**config.mk**
```make
export PLATFORM = sky130hd
export DESIGN_NAME = if_stage
export DESIGN_NICKNAME = d
export VERILOG_FILES = /design/src/source/if_stage_pkg.sv /design/src/source/if_fetch_fifo.sv /design/src/source/if_pc_select.sv /design/src/source/if_prefetch_buffer.sv /design/src/source/if_stage.sv
export SDC_FILE = /design/constraint.sdc
export NUM_CORES = 1
export LEC_CHECK = 0
export ABC_CLOCK_PERIOD_IN_PS = 9500
export BUFFER_PORTS_ARGS = -buffer_cell sky130_fd_sc_hd__buf_2
export CELL_PAD_IN_SITES_DETAIL_PLACEMENT = 1
export CELL_PAD_IN_SITES_GLOBAL_PLACEMENT = 1
export CORE_ASPECT_RATIO = 1.5
export CORE_MARGIN = 2
export CORE_UTILIZATION = 41
export CTS_CLUSTER_SIZE = 8
export DETAILED_ROUTE_END_ITERATION = 10
export GPL_TIMING_DRIVEN = 0
export PLACE_DENSITY = 0.87
export SYNTH_ARGS = -nofsm -noshare
export SYNTH_HDL_FRONTEND = slang
export SYNTH_SLANG_ARGS = --single-unit
```
**constraint.sdc**
```tcl
create_clock -name clk -period 9.5 [get_ports clk]
set_input_delay 2.85 -clock clk [delete_from_list [all_inputs] [get_ports clk]]
set_output_delay 2.85 -clock clk [all_outputs]
set_load 0.02 [all_outputs]
```
**src/source/if_stage_pkg.sv**
```systemverilog
/* Shared types and sizes of the fetch stage. FIFO_DEPTH must be a power of two,
   and the trap base width assumes 8 low address bits below it */

package if_stage_pkg;

  // ------------------------------------------------------------------
  // sizing
  // ------------------------------------------------------------------

  // entries in the fetch FIFO
  localparam int FIFO_DEPTH      = 4;
  // requests in flight on the instruction bus
  localparam int MAX_OUTSTANDING = 2;
  // trap base is the upper part of the vector address
  localparam int TRAP_BASE_W     = 24;

  // derived widths
  localparam int FIFO_PTR_W = $clog2(FIFO_DEPTH);
  localparam int FIFO_CNT_W = $clog2(FIFO_DEPTH + 1);
  localparam int OUT_CNT_W  = $clog2(MAX_OUTSTANDING + 1);

  // ------------------------------------------------------------------
  // types
  // ------------------------------------------------------------------

  // where the next fetch address comes from
  typedef enum logic [2:0] {
    PC_BOOT,
    PC_JUMP,
    PC_BRANCH,
    PC_EXCEPTION,
    PC_MRET,
    PC_FENCEI
  } pc_src_e;

  // sync exceptions share one vector, irqs are vectored by id
  typedef enum logic {
    EXC_SYNC,
    EXC_IRQ
  } exc_src_e;

  // redirect request from decode/execute/controller
  typedef struct packed {
    pc_src_e     pc_src;
    exc_src_e    exc_src;
    logic [4:0]  irq_id;
    logic [31:0] target;   // jump/branch target, mepc, or pc for fence.i
  } redirect_t;

  // one fetched word plus its bus error flag
  typedef struct packed {
    logic [31:0] instr;
    logic        err;
  } fetch_entry_t;

endpackage

```
**src/source/if_fetch_fifo.sv**
```systemverilog
/* Circular FIFO of fetch entries, FIFO_DEPTH deep. Flush beats push and pop
   in the same cycle; pushing when full or popping when empty is illegal */
`timescale 1ns/10ps

module if_fetch_fifo (
  input  logic                                clk,
  input  logic                                rst_n,
  input  logic                                flush_i,
  input  logic                                push_i,
  input  if_stage_pkg::fetch_entry_t          data_i,
  output logic                                full_o,
  input  logic                                pop_i,
  output if_stage_pkg::fetch_entry_t          data_o,
  output logic                                empty_o,
  output logic [if_stage_pkg::FIFO_CNT_W-1:0] count_o
);

  import if_stage_pkg::*;

  fetch_entry_t          mem_q [FIFO_DEPTH];
  logic [FIFO_PTR_W-1:0] wr_ptr_q;
  logic [FIFO_PTR_W-1:0] rd_ptr_q;
  logic [FIFO_CNT_W-1:0] count_q;
  logic                  push_en;
  logic                  pop_en;

  assign full_o  = (count_q == FIFO_CNT_W'(FIFO_DEPTH));
  assign empty_o = (count_q == '0);
  assign count_o = count_q;
  assign data_o  = mem_q[rd_ptr_q];

  // a flush kills whatever else happens this cycle
  assign push_en = push_i & ~full_o & ~flush_i;
  assign pop_en  = pop_i & ~empty_o & ~flush_i;

  // pointers wrap on their own, depth is a power of two
  always_ff @(posedge clk or negedge rst_n) begin
    if (!rst_n) begin
      wr_ptr_q <= '0;
      rd_ptr_q <= '0;
      count_q  <= '0;
    end else if (flush_i) begin
      wr_ptr_q <= '0;
      rd_ptr_q <= '0;
      count_q  <= '0;
    end else begin
      if (push_en) begin
        wr_ptr_q <= wr_ptr_q + 1'b1;
      end
      if (pop_en) begin
        rd_ptr_q <= rd_ptr_q + 1'b1;
      end
      // simultaneous push and pop leaves the count alone
      if (push_en && !pop_en) begin
        count_q <= count_q + 1'b1;
      end else if (pop_en && !push_en) begin
        count_q <= count_q - 1'b1;
      end
    end
  end

  // storage
  always_ff @(posedge clk) begin
    if (push_en) begin
      mem_q[wr_ptr_q] <= data_i;
    end
  end

  // producer must respect full, consumer must respect empty
  assert property (@(posedge clk) disable iff (!rst_n) push_i |-> !full_o)
    else $error("fetch fifo pushed while full");
  assert property (@(posedge clk) disable iff (!rst_n) pop_i |-> !empty_o)
    else $error("fetch fifo popped while empty");

endmodule

```
**src/source/if_pc_select.sv**
```systemverilog
/* Purely combinational next-PC mux, no latency. Every result is forced to
   a word boundary since compressed instructions are not supported */
`timescale 1ns/10ps

module if_pc_select (
  input  logic [if_stage_pkg::TRAP_BASE_W-1:0] trap_base_i,
  input  logic [31:0]                          boot_addr_i,
  input  if_stage_pkg::redirect_t              redirect_i,
  output logic [31:0]                          fetch_addr_o
);

  import if_stage_pkg::*;

  logic [31:0] exc_addr;
  logic [31:0] sel_addr;

  // ------------------------------------------------------------------
  // trap vector build
  // ------------------------------------------------------------------

  always_comb begin
    unique case (redirect_i.exc_src)
      // vectored mode, one 4-byte slot per interrupt line
      // bit 7 is kept zero so irq slots sit in the lower half
      EXC_IRQ: begin
        exc_addr = {trap_base_i, 1'b0, redirect_i.irq_id, 2'b00};
      end
      // all sync exceptions land on the trap base itself
      default: begin
        exc_addr = {trap_base_i, 8'h00};
      end
    endcase
  end

  // ------------------------------------------------------------------
  // next fetch address
  // ------------------------------------------------------------------

  always_comb begin
    unique case (redirect_i.pc_src)
      PC_BOOT: begin
        sel_addr = boot_addr_i;
      end
      // jump target resolved in decode
      PC_JUMP: begin
        sel_addr = redirect_i.target;
      end
      // taken branch resolved in execute
      PC_BRANCH: begin
        sel_addr = redirect_i.target;
      end
      PC_EXCEPTION: begin
        sel_addr = exc_addr;
      end
      // return to the saved exception pc
      PC_MRET: begin
        sel_addr = redirect_i.target;
      end
      // refetch the word after the fence.i, flushing stale prefetches
      PC_FENCEI: begin
        sel_addr = redirect_i.target + 32'd4;
      end
      default: begin
        sel_addr = boot_addr_i;
      end
    endcase
  end

  // drop the low two bits, fetches are always whole words
  assign fetch_addr_o = {sel_addr[31:2], 2'b00};

endmodule

```
**src/source/if_prefetch_buffer.sv**
```systemverilog
/* Sequential word prefetcher on a req/gnt/rvalid bus with in-order responses.
   Requests stop while FIFO entries plus requests in flight reach FIFO_DEPTH */
`timescale 1ns/10ps

module if_prefetch_buffer (
  input  logic                       clk,
  input  logic                       rst_n,
  input  logic                       req_i,
  input  logic                       branch_i,
  input  logic [31:0]                addr_i,
  // instruction memory bus
  output logic                       instr_req_o,
  output logic [31:0]                instr_addr_o,
  input  logic                       instr_gnt_i,
  input  logic                       instr_rvalid_i,
  input  logic [31:0]                instr_rdata_i,
  input  logic                       instr_err_i,
  // towards the IF/ID register
  output if_stage_pkg::fetch_entry_t entry_o,
  output logic                       valid_o,
  input  logic                       ready_i,
  output logic                       busy_o
);

  import if_stage_pkg::*;

  logic [31:0]           addr_q;
  logic [OUT_CNT_W-1:0]  outstanding_q;
  logic [OUT_CNT_W-1:0]  outstanding_d;
  logic [OUT_CNT_W-1:0]  discard_q;
  logic [OUT_CNT_W-1:0]  discard_d;
  logic [FIFO_CNT_W-1:0] fifo_count;
  logic [FIFO_CNT_W:0]   credit_used;
  logic                  fifo_full;
  logic                  fifo_empty;
  logic                  gnt_ok;
  logic                  rsp_drop;
  logic                  rsp_push;
  fetch_entry_t          rsp_entry;

  // ------------------------------------------------------------------
  // request side
  // ------------------------------------------------------------------

  // every granted word has a reserved FIFO slot, so a response never meets a full FIFO
  assign credit_used = (FIFO_CNT_W + 1)'(fifo_count) + (FIFO_CNT_W + 1)'(outstanding_q);

  // request is held low in the redirect cycle, the new address goes out next cycle
  assign instr_req_o = req_i & ~branch_i
                     & (credit_used < (FIFO_CNT_W + 1)'(FIFO_DEPTH))
                     & (outstanding_q < OUT_CNT_W'(MAX_OUTSTANDING));
  assign instr_addr_o = addr_q;
  assign gnt_ok       = instr_req_o & instr_gnt_i;

  // address only moves on a grant, so it stays put while waiting
  always_ff @(posedge clk or negedge rst_n) begin
    if (!rst_n) begin
      addr_q <= '0;
    end else if (branch_i) begin
      addr_q <= addr_i;
    end else if (gnt_ok) begin
      addr_q <= addr_q + 32'd4;
    end
  end

  // ------------------------------------------------------------------
  // outstanding and discard bookkeeping
  // ------------------------------------------------------------------

  always_comb begin
    outstanding_d = outstanding_q;
    if (gnt_ok && !instr_rvalid_i) begin
      outstanding_d = outstanding_q + 1'b1;
    end else if (!gnt_ok && instr_rvalid_i) begin
      outstanding_d = outstanding_q - 1'b1;
    end
  end

  // on a redirect all requests still in flight belong to the old stream;
  // a response arriving in the redirect cycle itself is dropped directly
  always_comb begin
    discard_d = discard_q;
    if (branch_i) begin
      discard_d = instr_rvalid_i ? outstanding_q - 1'b1 : outstanding_q;
    end else if (instr_rvalid_i && (discard_q != '0)) begin
      discard_d = discard_q - 1'b1;
    end
  end

  always_ff @(posedge clk or negedge rst_n) begin
    if (!rst_n) begin
      outstanding_q <= '0;
      discard_q     <= '0;
    end else begin
      outstanding_q <= outstanding_d;
      discard_q     <= discard_d;
    end
  end

  // ------------------------------------------------------------------
  // response side
  // ------------------------------------------------------------------

  assign rsp_drop        = instr_rvalid_i & (branch_i | (discard_q != '0));
  assign rsp_push        = instr_rvalid_i & ~rsp_drop;
  assign rsp_entry.instr = instr_rdata_i;
  assign rsp_entry.err   = instr_err_i;

  if_fetch_fifo fifo0 (
    .clk     (clk),
    .rst_n   (rst_n),
    .flush_i (branch_i),
    .push_i  (rsp_push),
    .data_i  (rsp_entry),
    .full_o  (fifo_full),
    .pop_i   (ready_i),
    .data_o  (entry_o),
    .empty_o (fifo_empty),
    .count_o (fifo_count)
  );

  assign valid_o = ~fifo_empty;
  assign busy_o  = (outstanding_q != '0);

  // memory must not grant an idle bus nor answer with nothing in flight
  assert property (@(posedge clk) disable iff (!rst_n) instr_gnt_i |-> instr_req_o)
    else $error("grant without request");
  assert property (@(posedge clk) disable iff (!rst_n)
                   instr_rvalid_i |-> (outstanding_q != '0) && !(rsp_push && fifo_full))
    else $error("response with no request outstanding");

endmodule

```
**src/source/if_stage.sv**
```systemverilog
/* Fetch stage top: redirect FSM, next-PC mux, prefetcher and IF/ID register.
   Only aligned 32-bit fetches; the IF/ID slot empties once decode takes it */
`timescale 1ns/10ps

module if_stage (
  input  logic                                 clk,
  input  logic                                 rst_n,
  input  logic [31:0]                          boot_addr_i,
  input  logic [if_stage_pkg::TRAP_BASE_W-1:0] trap_base_i,
  // redirect from decode/execute/controller
  input  logic                                 pc_set_i,
  input  if_stage_pkg::redirect_t              redirect_i,
  // control
  input  logic                                 req_i,
  input  logic                                 halt_if_i,
  input  logic                                 id_ready_i,
  input  logic                                 clear_instr_valid_i,
  // instruction memory bus
  output logic                                 instr_req_o,
  output logic [31:0]                          instr_addr_o,
  input  logic                                 instr_gnt_i,
  input  logic                                 instr_rvalid_i,
  input  logic [31:0]                          instr_rdata_i,
  input  logic                                 instr_err_i,
  // IF/ID
  output logic                                 instr_valid_id_o,
  output if_stage_pkg::fetch_entry_t           if_id_o,
  output logic [31:0]                          branch_target_o,
  output logic                                 if_busy_o
);

  import if_stage_pkg::*;

  typedef enum logic {
    IDLE,
    RUN
  } fsm_e;

  fsm_e         state_q;
  fsm_e         state_d;
  redirect_t    sel_redirect;
  logic [31:0]  fetch_addr;
  logic         branch_req;
  logic         fetch_valid;
  logic         fetch_ready;
  logic         valid;
  fetch_entry_t fetch_entry;

  // ------------------------------------------------------------------
  // next pc
  // ------------------------------------------------------------------

  // without a redirect the mux points at the boot address
  always_comb begin
    sel_redirect = redirect_i;
    if (!pc_set_i) begin
      sel_redirect.pc_src = PC_BOOT;
    end
  end

  if_pc_select pc_sel0 (
    .trap_base_i  (trap_base_i),
    .boot_addr_i  (boot_addr_i),
    .redirect_i   (sel_redirect),
    .fetch_addr_o (fetch_addr)
  );

  assign branch_target_o = fetch_addr;

  // ------------------------------------------------------------------
  // redirect FSM
  // ------------------------------------------------------------------

  always_comb begin
    state_d    = state_q;
    branch_req = 1'b0;
    valid      = 1'b0;
    unique case (state_q)
      // nothing fetched yet, first req kicks off a boot fetch
      IDLE: begin
        if (req_i) begin
          branch_req = 1'b1;
          state_d    = RUN;
        end
      end
      RUN: begin
        valid = fetch_valid;
      end
      default: begin
        state_d = IDLE;
      end
    endcase
    // redirect overrides everything, head of FIFO is stale now
    if (pc_set_i) begin
      branch_req = 1'b1;
      valid      = 1'b0;
      state_d    = RUN;
    end
  end

  always_ff @(posedge clk or negedge rst_n) begin
    if (!rst_n) begin
      state_q <= IDLE;
    end else begin
      state_q <= state_d;
    end
  end

  // pop only when decode can take a word this cycle
  assign fetch_ready = valid & id_ready_i & ~halt_if_i;

  if_prefetch_buffer pf0 (
    .clk            (clk),
    .rst_n          (rst_n),
    .req_i          (req_i & (state_q == RUN)),
    .branch_i       (branch_req),
    .addr_i         (fetch_addr),
    .instr_req_o    (instr_req_o),
    .instr_addr_o   (instr_addr_o),
    .instr_gnt_i    (instr_gnt_i),
    .instr_rvalid_i (instr_rvalid_i),
    .instr_rdata_i  (instr_rdata_i),
    .instr_err_i    (instr_err_i),
    .entry_o        (fetch_entry),
    .valid_o        (fetch_valid),
    .ready_i        (fetch_ready),
    .busy_o         (if_busy_o)
  );

  // ------------------------------------------------------------------
  // IF/ID register
  // ------------------------------------------------------------------

  // valid drops when decode consumes the word and nothing new follows
  always_ff @(posedge clk or negedge rst_n) begin
    if (!rst_n) begin
      instr_valid_id_o <= 1'b0;
    end else if (fetch_ready) begin
      instr_valid_id_o <= 1'b1;
    end else if (clear_instr_valid_i || (id_ready_i && !halt_if_i)) begin
      instr_valid_id_o <= 1'b0;
    end
  end

  // payload frozen while stalled
  always_ff @(posedge clk) begin
    if (fetch_ready) begin
      if_id_o <= fetch_entry;
    end
  end

endmodule

```
==> results of run 1 <==
worst max path at each step:
stage | slack (ps) | depth (start not counted) | startpoint | endpoint
global placement | 980 | 9 | pc_set_i | branch_target_o[26]
global route | 800 | 9 | pc_set_i | branch_target_o[26]
floorplan | 1910 | 7 | redirect_i[2] | branch_target_o[28]
detailed placement | 930 | 9 | pc_set_i | branch_target_o[26]
CTS | 930 | 9 | pc_set_i | branch_target_o[26]
finish | 890 | 9 | redirect_i[39] | branch_target_o[26]
state kept, by name, indices dropped and copies added (netlist names):
signal	cells
if_id_o	33
instr_valid_id_o	1
pf0.discard_q	2
pf0.fifo0.count_o	3
pf0.fifo0.mem_q	132
pf0.fifo0.rd_ptr_q	2
pf0.fifo0.wr_ptr_q	2
pf0.instr_addr_o	30
pf0.outstanding_q	2
state_q	1
cell families (layout without fill, tap and decap cells):
| logic type | count (synthesis) | after routing | synth area share, % |
|---|---|---|---|
| AO/OA/AOI/OAI | 165 | 165 | 12.6 |
| XOR/XNOR | 10 | 10 | 0.875 |
| adder cells (fa/ha/maj) | 11 | 11 | 1.45 |
| buffers and inverters | 70 | 354 | 2.92 |
| flip-flops | 208 | 208 | 60.2 |
| multiplexers | 47 | 47 | 8.85 |
| other | 1 | 5 | 0.0375 |
| AND/OR/NAND/NOR | 232 | 232 | 13.0 |
through the flow:
stage / std cells / area [um^2] / total power, mW / utilization [%]
after CTS: 1355 / 12500 / 2.64 / 51.5
after global placement: 1301 / 11600 / 1.62 / 47.9
after global routing: 1355 / 12500 / 2.71 / 51.5
after detailed placement: 1301 / 11600 / 1.65 / 47.9
final: 1356 / 12500 / 2.62 / 51.6
after floorplan: 747 / 10000 / 1.43 / -
cells in the mapped netlist (14+ instances only):
cell type / number
a21oi_1: 14
clkbuf_1: 34
dfrtp_1: 43
edfxtp_1: 165
inv_1: 22
mux4_2: 33
nand2_1: 47
nand3_1: 35
nand4_1: 21
nor2_1: 28
nor3_1: 16
o21ai_0: 27
metal layers:
metal | share of wire (%) | up-vias | track usage (%)
met3 | 6.5 | 67 | 5.76
li1 | - | 3533 | -
met4 | 5.4 | 0 | 14.3
met5 | 0 | - | 0
met2 | 53 | 350 | 48.6
met1 | 35 | 4009 | 28.8
cell type report:
class,instances,area [um^2]
diodes,1,2.50
clock inverters,1,8.76
plain buffers,48,210
flip-flops and latches,208,6030
multi-input cells,469,3700
fillers,2577,11700
inverters,22,82.6
well taps,324,405
repair buffers,230,1150
clock buffers,53,868
power by group:
group	switching, mW	total [mW]	internal [mW]
registers	0.0621	1.13	1.07
clock network	0.380	0.989	0.609
logic	0.309	0.502	0.193
total	0.751	2.62	1.87
==> qor_table.md, run 1 <==
| Item | Value |
|:---|:---|
| Max-slew headroom | 21.4% |
| Peak ir drop on the vdd network | 172 uV |
| Cell types with the largest area share after synthesis | edfxtp_1 (49%), dfrtp_1 (11%), mux4_2 (7.4%), nand2_1 (1.8%), nand3_1 (1.7%) |
| Maximum count of clock buffers along a single path | 3 |
| Antenna Nets Post-Route | 0 |
| Worst Setup Slack post-DPL | 930 ps |
| Most frequent standard cell in the layout excluding fill and tap cells | buf_2 |
| Endpoint of the worst-slack reg-to-reg timing path | pf0.fifo0.mem_q[3][26] |
| Netlist area before placement | 10,000 um^2 |
| Count of flip-flops with a built-in enable after synthesis | 165 |
| Pins over their slew limit | 0 |
| Measured slew at the worst slew-check pin | 1150 ps |
| Outcome | finished clean |
| Clock tree from TritonCTS | built |
| Buffers and inverters on the worst path | 5 |
| Number of cells on the worst reg-to-reg path | 6 |
| Clock Skew | 13.1 ps |
| Via count of the first global-routing pass | 8,468 |
| Average cell area after synthesis | 13.5 um^2 |
| DIE WIDTH | 132 um |
| Max-cap violations | 0 |
| Initial cell density of the core | 41.4% |
| Minimum clock period after layout | 8610 ps |
| Violation count after the first detailed-route iteration | 530 |
| Leakage power of the design | 4.83 nW |
| Startpoint of the worst hold path | state_q |
| Total detailed-routing wirelength | 34,700 um |
| Worst setup path category | input port to output port |
| Area of the die | 25,700 um^2 |
| Post-CTS setup buffer count | 0 |
| Depth of the worst hold-timing path | 1 |
| Wire per inst | 25.6 um |
| Final critical-path share of the clock period | 90.6% |
| Rows | 70 |
| Antenna violations before repair | 1 |
| Clock transition at the registers of the reported paths | 60 ps |
| Number of buffers inserted for hold repair after clock tree synthesis | 0 |
| Layout Area Growth over Synthesis | 24.5% |
| Clock Tree Root | clkbuf_16 |
| Setup Total Neg Slack | 0 ps |
| Peak clock frequency supported by timing | 116 MHz |
| Maximum fanout encountered on the critical timing path | 10 |
| Kind of end point of the critical path | output port |
| Startpoint of the worst register-to-register path | pf0.discard_q[0] |
| Top library cells by usage in the layout, fill and taps aside | buf_2 (235), edfxtp_1 (165), clkbuf_1 (55) |
| Most used flip-flop cell after synthesis | edfxtp_1 |
| Overall Global Routing Usage | 26.7% |
| Largest stage delay on the critical path | 770 ps |
| Total grt overflow | 0 |
| Clock insertion delay at the later pin of the skew report | 540 ps |
| Arrival time worst endpoint | 5760 ps |
| CTS HTree Levels | 1 |
| Inserted Clock Buffers | 30 |
| Final setup violation count | 0 |
| Cell occurring most often along the worst timing path | clkbuf_1 |
| Worst Hold End | state_q |
| Kind of start point of the critical path | input port |
| Power per standard cell area | 210 nW/um^2 |
| Detailed-placement wirelength estimate | 25,500 um |
| Req. time, crit path | 6650 ps |
| Share of flip-flops with an asynchronous set or reset | 20.7% |
| Yosys warning total | 0 |
| Share of final-layout standard cells stronger than drive strength 1 | 31.7% |
| Core Area | 24,200 um^2 |
| Number of hold violations in the final report | 0 |
| Vias/cell | 5.87 |
| Library cell with the largest summed area after synthesis | edfxtp_1 |
| Nets | 1,159 |
| Number of design rule violations left after detail routing | 0 |
| CP max-delay cell | a221oi_1 |
| First-pass detailed-route iteration total | 4 |
| Largest net degree at the start of global routing | 44 |
| Setup slack, reg-to-reg | 6180 ps |
| Vias post-DR | 7,959 |
| Top cell family by delay on the critical path | buffers and inverters |
| PortBufs | 230 |
| Instance count of the mapped netlist | 744 |
| Flip-flop and latch count after synthesis | 208 |
| RSZ-0062 raised after global routing | false |
| Number of instances resized during post-cts repair | 0 |
| Chain of cells forming the critical path | buf_2, clkbuf_1, nand4b_1, clkbuf_1, clkbuf_1, nor4_1, a221oi_1, nand2_1, buf_2 |
| Class of the tightest hold or removal check | register to register |
| Cell variety after synth | 74 |
| Wire length of the first global-routing pass | 52,100 um |
| Number of clock sinks | 208 |
| Sequential element share of the synthesized area | 60.2% |
| Smallest hold slack | 503 ps |
| Final WS setup | 889 ps |
| # IOs | 239 |
| Share of Yosys cell area claimed by the top area cell type | 49.5% |
| Die boundary height | 195 um |
| RePlAce Congestion | 0.964 |
(Power assumes the default switching activity.)
==> inputs of run 2 (changes only) <==
--- a/config.mk
+++ b/config.mk
@@ -15,7 +15,8 @@
 export CTS_CLUSTER_SIZE = 8
 export DETAILED_ROUTE_END_ITERATION = 10
 export GPL_TIMING_DRIVEN = 0
-export PLACE_DENSITY = 0.87
+export PLACE_DENSITY = 0.86
 export SYNTH_ARGS = -nofsm -noshare
 export SYNTH_HDL_FRONTEND = slang
+export SYNTH_HIERARCHICAL = 1
 export SYNTH_SLANG_ARGS = --single-unit
==> qor_table.md, run 2 <==
| Item | Value | Delta |
|:---|:---|:---|
| Number of design rule violations left after detail routing | 0 | unchanged |
| Depth of the worst hold-timing path | 1 | unchanged |
| Startpoint of the worst register-to-register path | pf0/fifo0/count_o[0] |  |
| Total detailed-routing wirelength | 38,600 um | +11% |
| Number of hold violations in the final report | 0 | unchanged |
| Inserted Clock Buffers | 30 | unchanged |
| Final non-filler cell total | 1,481 | +9.2% |
| Total cell area at the placement stage | 12,400 um^2 | +7.1% |
| Max-cap violations | 0 | unchanged |
| Power per standard cell area | 186 nW/um^2 | -11% |
| Kind of end point of the critical path | output port |  |
| Post-CTS setup buffer count | 0 | unchanged |
| Clock transition at the registers of the reported paths | 50 ps | about the same |
| Final WS setup | 1090 ps | +198 ps |
| Antenna Nets Post-Route | 0 | unchanged |
| Share of final-layout standard cells stronger than drive strength 1 | 30.5% | -1.2 points |
| Final critical-path share of the clock period | 88.6% | -2.1 points |
| Setup Total Neg Slack | 0 ps | unchanged |
| Count of flip-flops with a built-in enable after synthesis | 165 | unchanged |
| # IOs | 239 | unchanged |
| CTS HTree Levels | 1 | unchanged |
| Worst setup path category | input port to output port |  |
| Top library cells by usage in the layout, fill and taps aside | buf_2 (245), edfxtp_1 (165), nor2_1 (66) |  |
| Number of cells on the worst reg-to-reg path | 11 | +5 |
| Endpoint of the worst-slack reg-to-reg timing path | pf0/fifo0/count_o[2] |  |
| Register bank with the most flops | pf0/fifo0/mem_q |  |
| Count of filler cells inserted in the layout | 2,765 | +7.3% |
| Core Area | 25,800 um^2 | +6.6% |
| CP max-delay cell | clkbuf_1 |  |
| Number of placed instances with taps included | 1,427 | +9.7% |
| RSZ-0062 raised after global routing | false |  |
| Largest net degree at the start of global routing | 46 | +4.5% |
| Most used flip-flop cell after synthesis | edfxtp_1 |  |
| Largest stage delay on the critical path | 590 ps | -180 ps |
| Vias/cell | 6.03 | +2.7% |
| Number of buffers inserted for hold repair after clock tree synthesis | 0 | unchanged |
| Req. time, crit path | 6650 ps | about the same |
| Number of flip-flops in the largest register | 132 | unchanged |
| Detailed-placement wirelength estimate | 27,100 um | +6.6% |
| Instance count of the mapped netlist | 862 | +16% |
| Chain of cells forming the critical path | buf_2, and2_2, buf_2, clkbuf_1, clkbuf_1, a21oi_1, a221oi_1, buf_2 |  |
| Initial cell density of the core | 41.7% | +0.26 points |
| Die boundary height | 202 um | +3.5% |
| Layout Area Growth over Synthesis | 23.6% |  |
| Peak clock frequency supported by timing | 119 MHz | +2.3% |
| Vias post-DR | 8,927 | +12% |
| Levels on crit path | 8 | -1 |
| Maximum fanout encountered on the critical timing path | 10 | unchanged |
| Wire per inst | 26.1 um | +1.9% |
| Top cell family by delay on the critical path | buffers and inverters |  |
| Cell occurring most often along the worst timing path | buf_2 |  |
| Commonest cells in the netlist | edfxtp_1 (165), nor2_1 (67), a21oi_1 (54) |  |
| Via count of the first global-routing pass | 9,570 | +13% |
| Wire length of the first global-routing pass | 57,100 um | +9.6% |
| Netlist area before placement | 10,700 um^2 | +7.3% |
| Outcome | finished clean |  |
| Minimum clock period after layout | 8410 ps | -198 ps |
| Leakage power of the design | 4.97 nW | +2.8% |
| Cell variety after synth | 73 | -1.4% |
| Kind of start point of the critical path | input port |  |
| Number of clock sinks | 210 | +0.96% |
| Flip-flop and latch count after synthesis | 210 | +0.96% |
| Total grt overflow | 0 | unchanged |
| DIE WIDTH | 136 um | +3.5% |
| PortBufs | 226 | -1.7% |
| Buffers and inverters on the worst path | 5 | unchanged |
| Clock insertion delay at the later pin of the skew report | 570 ps | +30 ps |
| Measured slew at the worst slew-check pin | 1120 ps | -30.1 ps |
| Pins over their slew limit | 0 | unchanged |
| Setup slack, reg-to-reg | 6290 ps | +110 ps |
| Maximum count of clock buffers along a single path | 3 | unchanged |
| Share of flip-flops with an asynchronous set or reset | 21.4% | +0.76 points |
| Share of Yosys cell area claimed by the top area cell type | 46.1% | -3.4 points |
| Clock Skew | 41.6 ps | +28.5 ps |
| Class of the tightest hold or removal check | register to register |  |
| CP endpoint | branch_target_o[8] |  |
| Number of instances resized during post-cts repair | 0 | unchanged |
| Most frequent standard cell in the layout excluding fill and tap cells | buf_2 |  |
| Smallest hold slack | 505 ps | +1.99 ps |
| Worst Setup Slack post-DPL | 1170 ps | +241 ps |
| Violation count after the first detailed-route iteration | 630 | +19% |
| Cell types with the largest area share after synthesis | edfxtp_1 (46%), dfrtp_1 (10%), mux4_2 (5.9%), a21oi_1 (2.5%), nor2_1 (2.3%) |  |
| First-pass detailed-route iteration total | 6 | +2 |
| Clock tree from TritonCTS | built |  |
| Most numerous cell in the Yosys netlist | edfxtp_1 |  |
| Max-slew headroom | 25.4% | +4.0 points |
| Nets | 1,277 | +10% |
| Average cell area after synthesis | 12.5 um^2 | -7.4% |
| Library cell with the largest summed area after synthesis | edfxtp_1 |  |
| Crit. Startpoint | pc_set_i |  |
| Antenna violations before repair | 3 | +2 |
| Peak ir drop on the vdd network | 206 uV | +20% |
| RePlAce Congestion | 0.981 | +1.7% |
| Final core utilization | 51.5% | about the same |
| Yosys warning total | 6 | +6 |
| Rows | 72 | +2.9% |
| Area of the die | 27,500 um^2 | +7.1% |
| Overall Global Routing Usage | 27.7% | +0.99 points |
| Cell area after layout | 13,300 um^2 | +6.5% |
| Arrival time worst endpoint | 5560 ps | -200 ps |
| Total Power Consumption | 2.48 mW | -5.5% |
| Final setup violation count | 0 | unchanged |
| Clock Tree Root | clkbuf_16 |  |
| Sequential element share of the synthesized area | 56.6% | -3.6 points |
run 2: cell types whose count changed after synthesis, sizes merged, moves of 10 or more:
cell,change
o22a,+10
buf,+21
a21oi,+40
o22ai,+17
a211o,-11
nor2,+39
run 2: kinds of logic after synthesis:
group | share of synthesized area, %
buffers and inverters | 4.11
adders and majority gates | 1.47
AOI/OAI and AO/OA | 13.2
and+or+nand+nor | 13.8
DFF | 56.6
other | 0.0349
muxes | 9.01
xor gates and xnor gates | 1.71
run 2: layout make-up:
class	count	area [um^2]	share of cell area, %
timing repair buffer	231	1230	9.28
tap	333	417	3.14
clock inverter	2	38.8	0.292
clock buffer	51	830	6.25
inverter	27	101	0.764
multi-input combinational	566	4230	31.9
antenna	1	2.50	0.0189
buffer	60	340	2.56
sequential	210	6080	45.8
run 2: worst min-delay path by stage:
stage | from | slack [ps] | end
detailed placement | pf0/instr_addr_o[1] | 490 | pf0/instr_addr_o[1]
finish | pf0/instr_addr_o[1] | 500 | pf0/instr_addr_o[1]
global placement | pf0/instr_addr_o[0] | 490 | pf0/instr_addr_o[0]
floorplan | state_q | 480 | state_q
CTS | pf0/instr_addr_o[1] | 510 | pf0/instr_addr_o[1]
global route | pf0/instr_addr_o[1] | 520 | pf0/instr_addr_o[1]
run 2: power breakdown:
part	total, mW	switching (mW)	internal (mW)
clock network	0.984	0.395	0.588
registers	1.09	0.0509	1.03
logic	0.406	0.263	0.143
run 2: routing by layer:
layer / up-vias / track usage (%) / share of wire, %
met2: 416 / 50.8 / 54
li1: 3933 / - / -
met1: 4463 / 29.7 / 34
met4: 4 / 13.1 / 4.5
met3: 111 / 5.94 / 7.5
met5: - / 0 / 0.060
==> inputs of run 3 (changes only) <==
--- a/config.mk
+++ b/config.mk
@@ -16,6 +16,7 @@
 export DETAILED_ROUTE_END_ITERATION = 10
 export GPL_TIMING_DRIVEN = 0
 export PLACE_DENSITY = 0.86
+export REMOVE_ABC_BUFFERS = 1
 export SYNTH_ARGS = -nofsm -noshare
 export SYNTH_HDL_FRONTEND = slang
 export SYNTH_HIERARCHICAL = 1
==> qor_table.md, run 3 (same netlist as run 2, synthesis figures left out) <==
| Item | Value | Delta |
|:---|:---|:---|
| RSZ-0062 raised after global routing | false |  |
| Total grt overflow | 0 | unchanged |
| Rows | 72 | unchanged |
| Register bank with the most flops | pf0/fifo0/mem_q |  |
| DRT met1 WL | 11,800 um | -11% |
| # IOs | 239 | unchanged |
| Power per standard cell area | 188 nW/um^2 | +0.90% |
| Req. time, crit path | 6650 ps | about the same |
| Final setup violation count | 0 | unchanged |
| Clock transition at the registers of the reported paths | 50 ps | about the same |
| Outcome | finished clean |  |
| Number of instances resized during post-cts repair | 0 | unchanged |
| Inserted Diodes | 0 | -1 |
| Final WS setup | 670 ps | -416 ps |
| Inserted Clock Buffers | 30 | unchanged |
| Leakage power of the design | 4.80 nW | -3.3% |
| Clock tree from TritonCTS | built |  |
| Initial cell density of the core | 41.7% | unchanged |
| Maximum fanout encountered on the critical timing path | 61 | +51 |
| Measured slew at the worst slew-check pin | 1280 ps | +163 ps |
| Clock insertion delay at the later pin of the skew report | 530 ps | -40 ps |
| Clock Skew | 12.5 ps | -29.0 ps |
| Die boundary height | 202 um | unchanged |
| Highest metal used | met5 |  |
| Detailed-placement wirelength estimate | 22,200 um | -18% |
| Total detailed-routing wirelength | 31,100 um | -19% |
| DIE WIDTH | 136 um | unchanged |
| Wire per inst | 21.8 um | -16% |
| First-pass detailed-route iteration total | 5 | -1 |
| Share of final-layout standard cells stronger than drive strength 1 | 30.1% | -0.40 points |
| Worst Setup Slack post-DPL | 711 ps | -460 ps |
| Largest net degree at the start of global routing | 73 | +59% |
| Vias post-DR | 8,333 | -6.7% |
| Wire length of the first global-routing pass | 49,000 um | -14% |
| Startpoint of the worst hold path | pf0/instr_addr_o[0] |  |
| Peak clock frequency supported by timing | 113 MHz | -4.7% |
| Kind of start point of the critical path | input port |  |
| Number of buffers inserted for hold repair after clock tree synthesis | 0 | unchanged |
| Top library cells by usage in the layout, fill and taps aside | buf_2 (232), edfxtp_1 (165), nor2_1 (65) |  |
| Worst Hold End | pf0/instr_addr_o[0] |  |
| Minimum clock period after layout | 8830 ps | +416 ps |
| Startpoint of the worst register-to-register path | state_q |  |
| RePlAce Congestion | 0.879 | -10% |
| Clock Tree Root | clkbuf_16 |  |
| Final critical-path share of the clock period | 92.9% | +4.4 points |
| Core Area | 25,800 um^2 | unchanged |
| Area of the die | 27,500 um^2 | unchanged |
| Max-cap violations | 0 | unchanged |
| PortBufs | 232 | +2.7% |
| Number of placed instances with taps included | 1,374 | -3.7% |
| Max-slew headroom | 14.5% | -11 points |
| Violation count after the first detailed-route iteration | 403 | -36% |
| Worst setup path category | input port to output port |  |
| Final non-filler cell total | 1,429 | -3.5% |
| Pins over their slew limit | 0 | unchanged |
| Vias/cell | 5.83 | -3.3% |
| CTS HTree Levels | 1 | unchanged |
| Depth of the worst hold-timing path | 1 | unchanged |
| Via count of the first global-routing pass | 8,836 | -7.7% |
| Kind of end point of the critical path | output port |  |
| Amount of wire on met2 after detailed routing | 16,300 um | -21% |
| Final core utilization | 50.4% | -1.1 points |
| Most frequent standard cell in the layout excluding fill and tap cells | buf_2 |  |
| Antenna violations before repair | 1 | -2 |
| Maximum count of clock buffers along a single path | 3 | unchanged |
| Number of cells on the worst reg-to-reg path | 11 | unchanged |
| Number of design rule violations left after detail routing | 0 | unchanged |
| Met3 wire length | 2080 um | -28% |
| Layout Area Growth over Synthesis | 20.9% |  |
| Post-CTS setup buffer count | 0 | unchanged |
| Endpoint of the worst-slack reg-to-reg timing path | pf0/fifo0/count_o[2] |  |
| Number of flip-flops in the largest register | 132 | unchanged |
| Number of hold violations in the final report | 0 | unchanged |
| Peak ir drop on the vdd network | 124 uV | -40% |
| Arrival time worst endpoint | 5980 ps | +420 ps |
| Antenna Nets Post-Route | 0 | unchanged |
| Number of clock sinks | 210 | unchanged |
| Nets | 1,224 | -4.2% |
| Class of the tightest hold or removal check | register to register |  |
| Setup slack, reg-to-reg | 5550 ps | -740 ps |
| Overall Global Routing Usage | 22.7% | -5.0 points |
| Setup Total Neg Slack | 0 ps | unchanged |
run 3: cell types whose count changed in the layout (fill, tap and decap cells not counted), sizes merged:
cell	delta
buf	-27
clkbuf	-23
clkinv	-1
diode	-1
run 3: worst max-delay path by stage:
stage               slack (ps)  cells past startpoint                   to            from
detailed placement         710                      7  branch_target_o[13]        pc_set_i
floorplan                 1590                      5   branch_target_o[2]  redirect_i[38]
CTS                        710                      7  branch_target_o[13]        pc_set_i
global route               460                      7  branch_target_o[25]        pc_set_i
finish                     670                      7  branch_target_o[27]        pc_set_i
global placement           500                      7   branch_target_o[2]        pc_set_i
run 3: critical path, cell delays in order:
cell     delay [ps]
buf_2           210
and2_2         1000
inv_1           600
nand3_1         740
a21oi_1         100
o22a_1          270
buf_2           190
run 3: layout make-up:
cell class | instances | area, um^2
clock inverters | 1 | 8.76
flip-flops and latches | 210 | 6080
multi-input cells | 566 | 4240
repair buffers | 238 | 1260
fillers | 2788 | 12800
clock buffers | 54 | 862
inverters | 27 | 101
well taps | 333 | 417
run 3: metrics by stage:
stage,area (um^2),hold slack (ps),power (mW)
floorplan,10400,477,1.31
global placement,12000,485,1.46
detailed placement,12100,491,1.48
CTS,13000,502,2.47
global route,13000,537,2.55
finish,13000,500,2.44
run 3: report_power, final:
group	switching, mW	total, mW	leakage, nW	internal, mW
combinational	0.241	0.381	2.37	0.139
clock	0.373	0.976	0.413	0.603
sequential	0.0498	1.08	2.02	1.03
total	0.665	2.44	4.80	1.78
run 3: metal layers:
metal  up-vias  GRT usage (%)
met5         -              0
met2       326           41.0
met1      4127           26.7
li1       3821              -
met3        57           4.11
met4         2           7.74
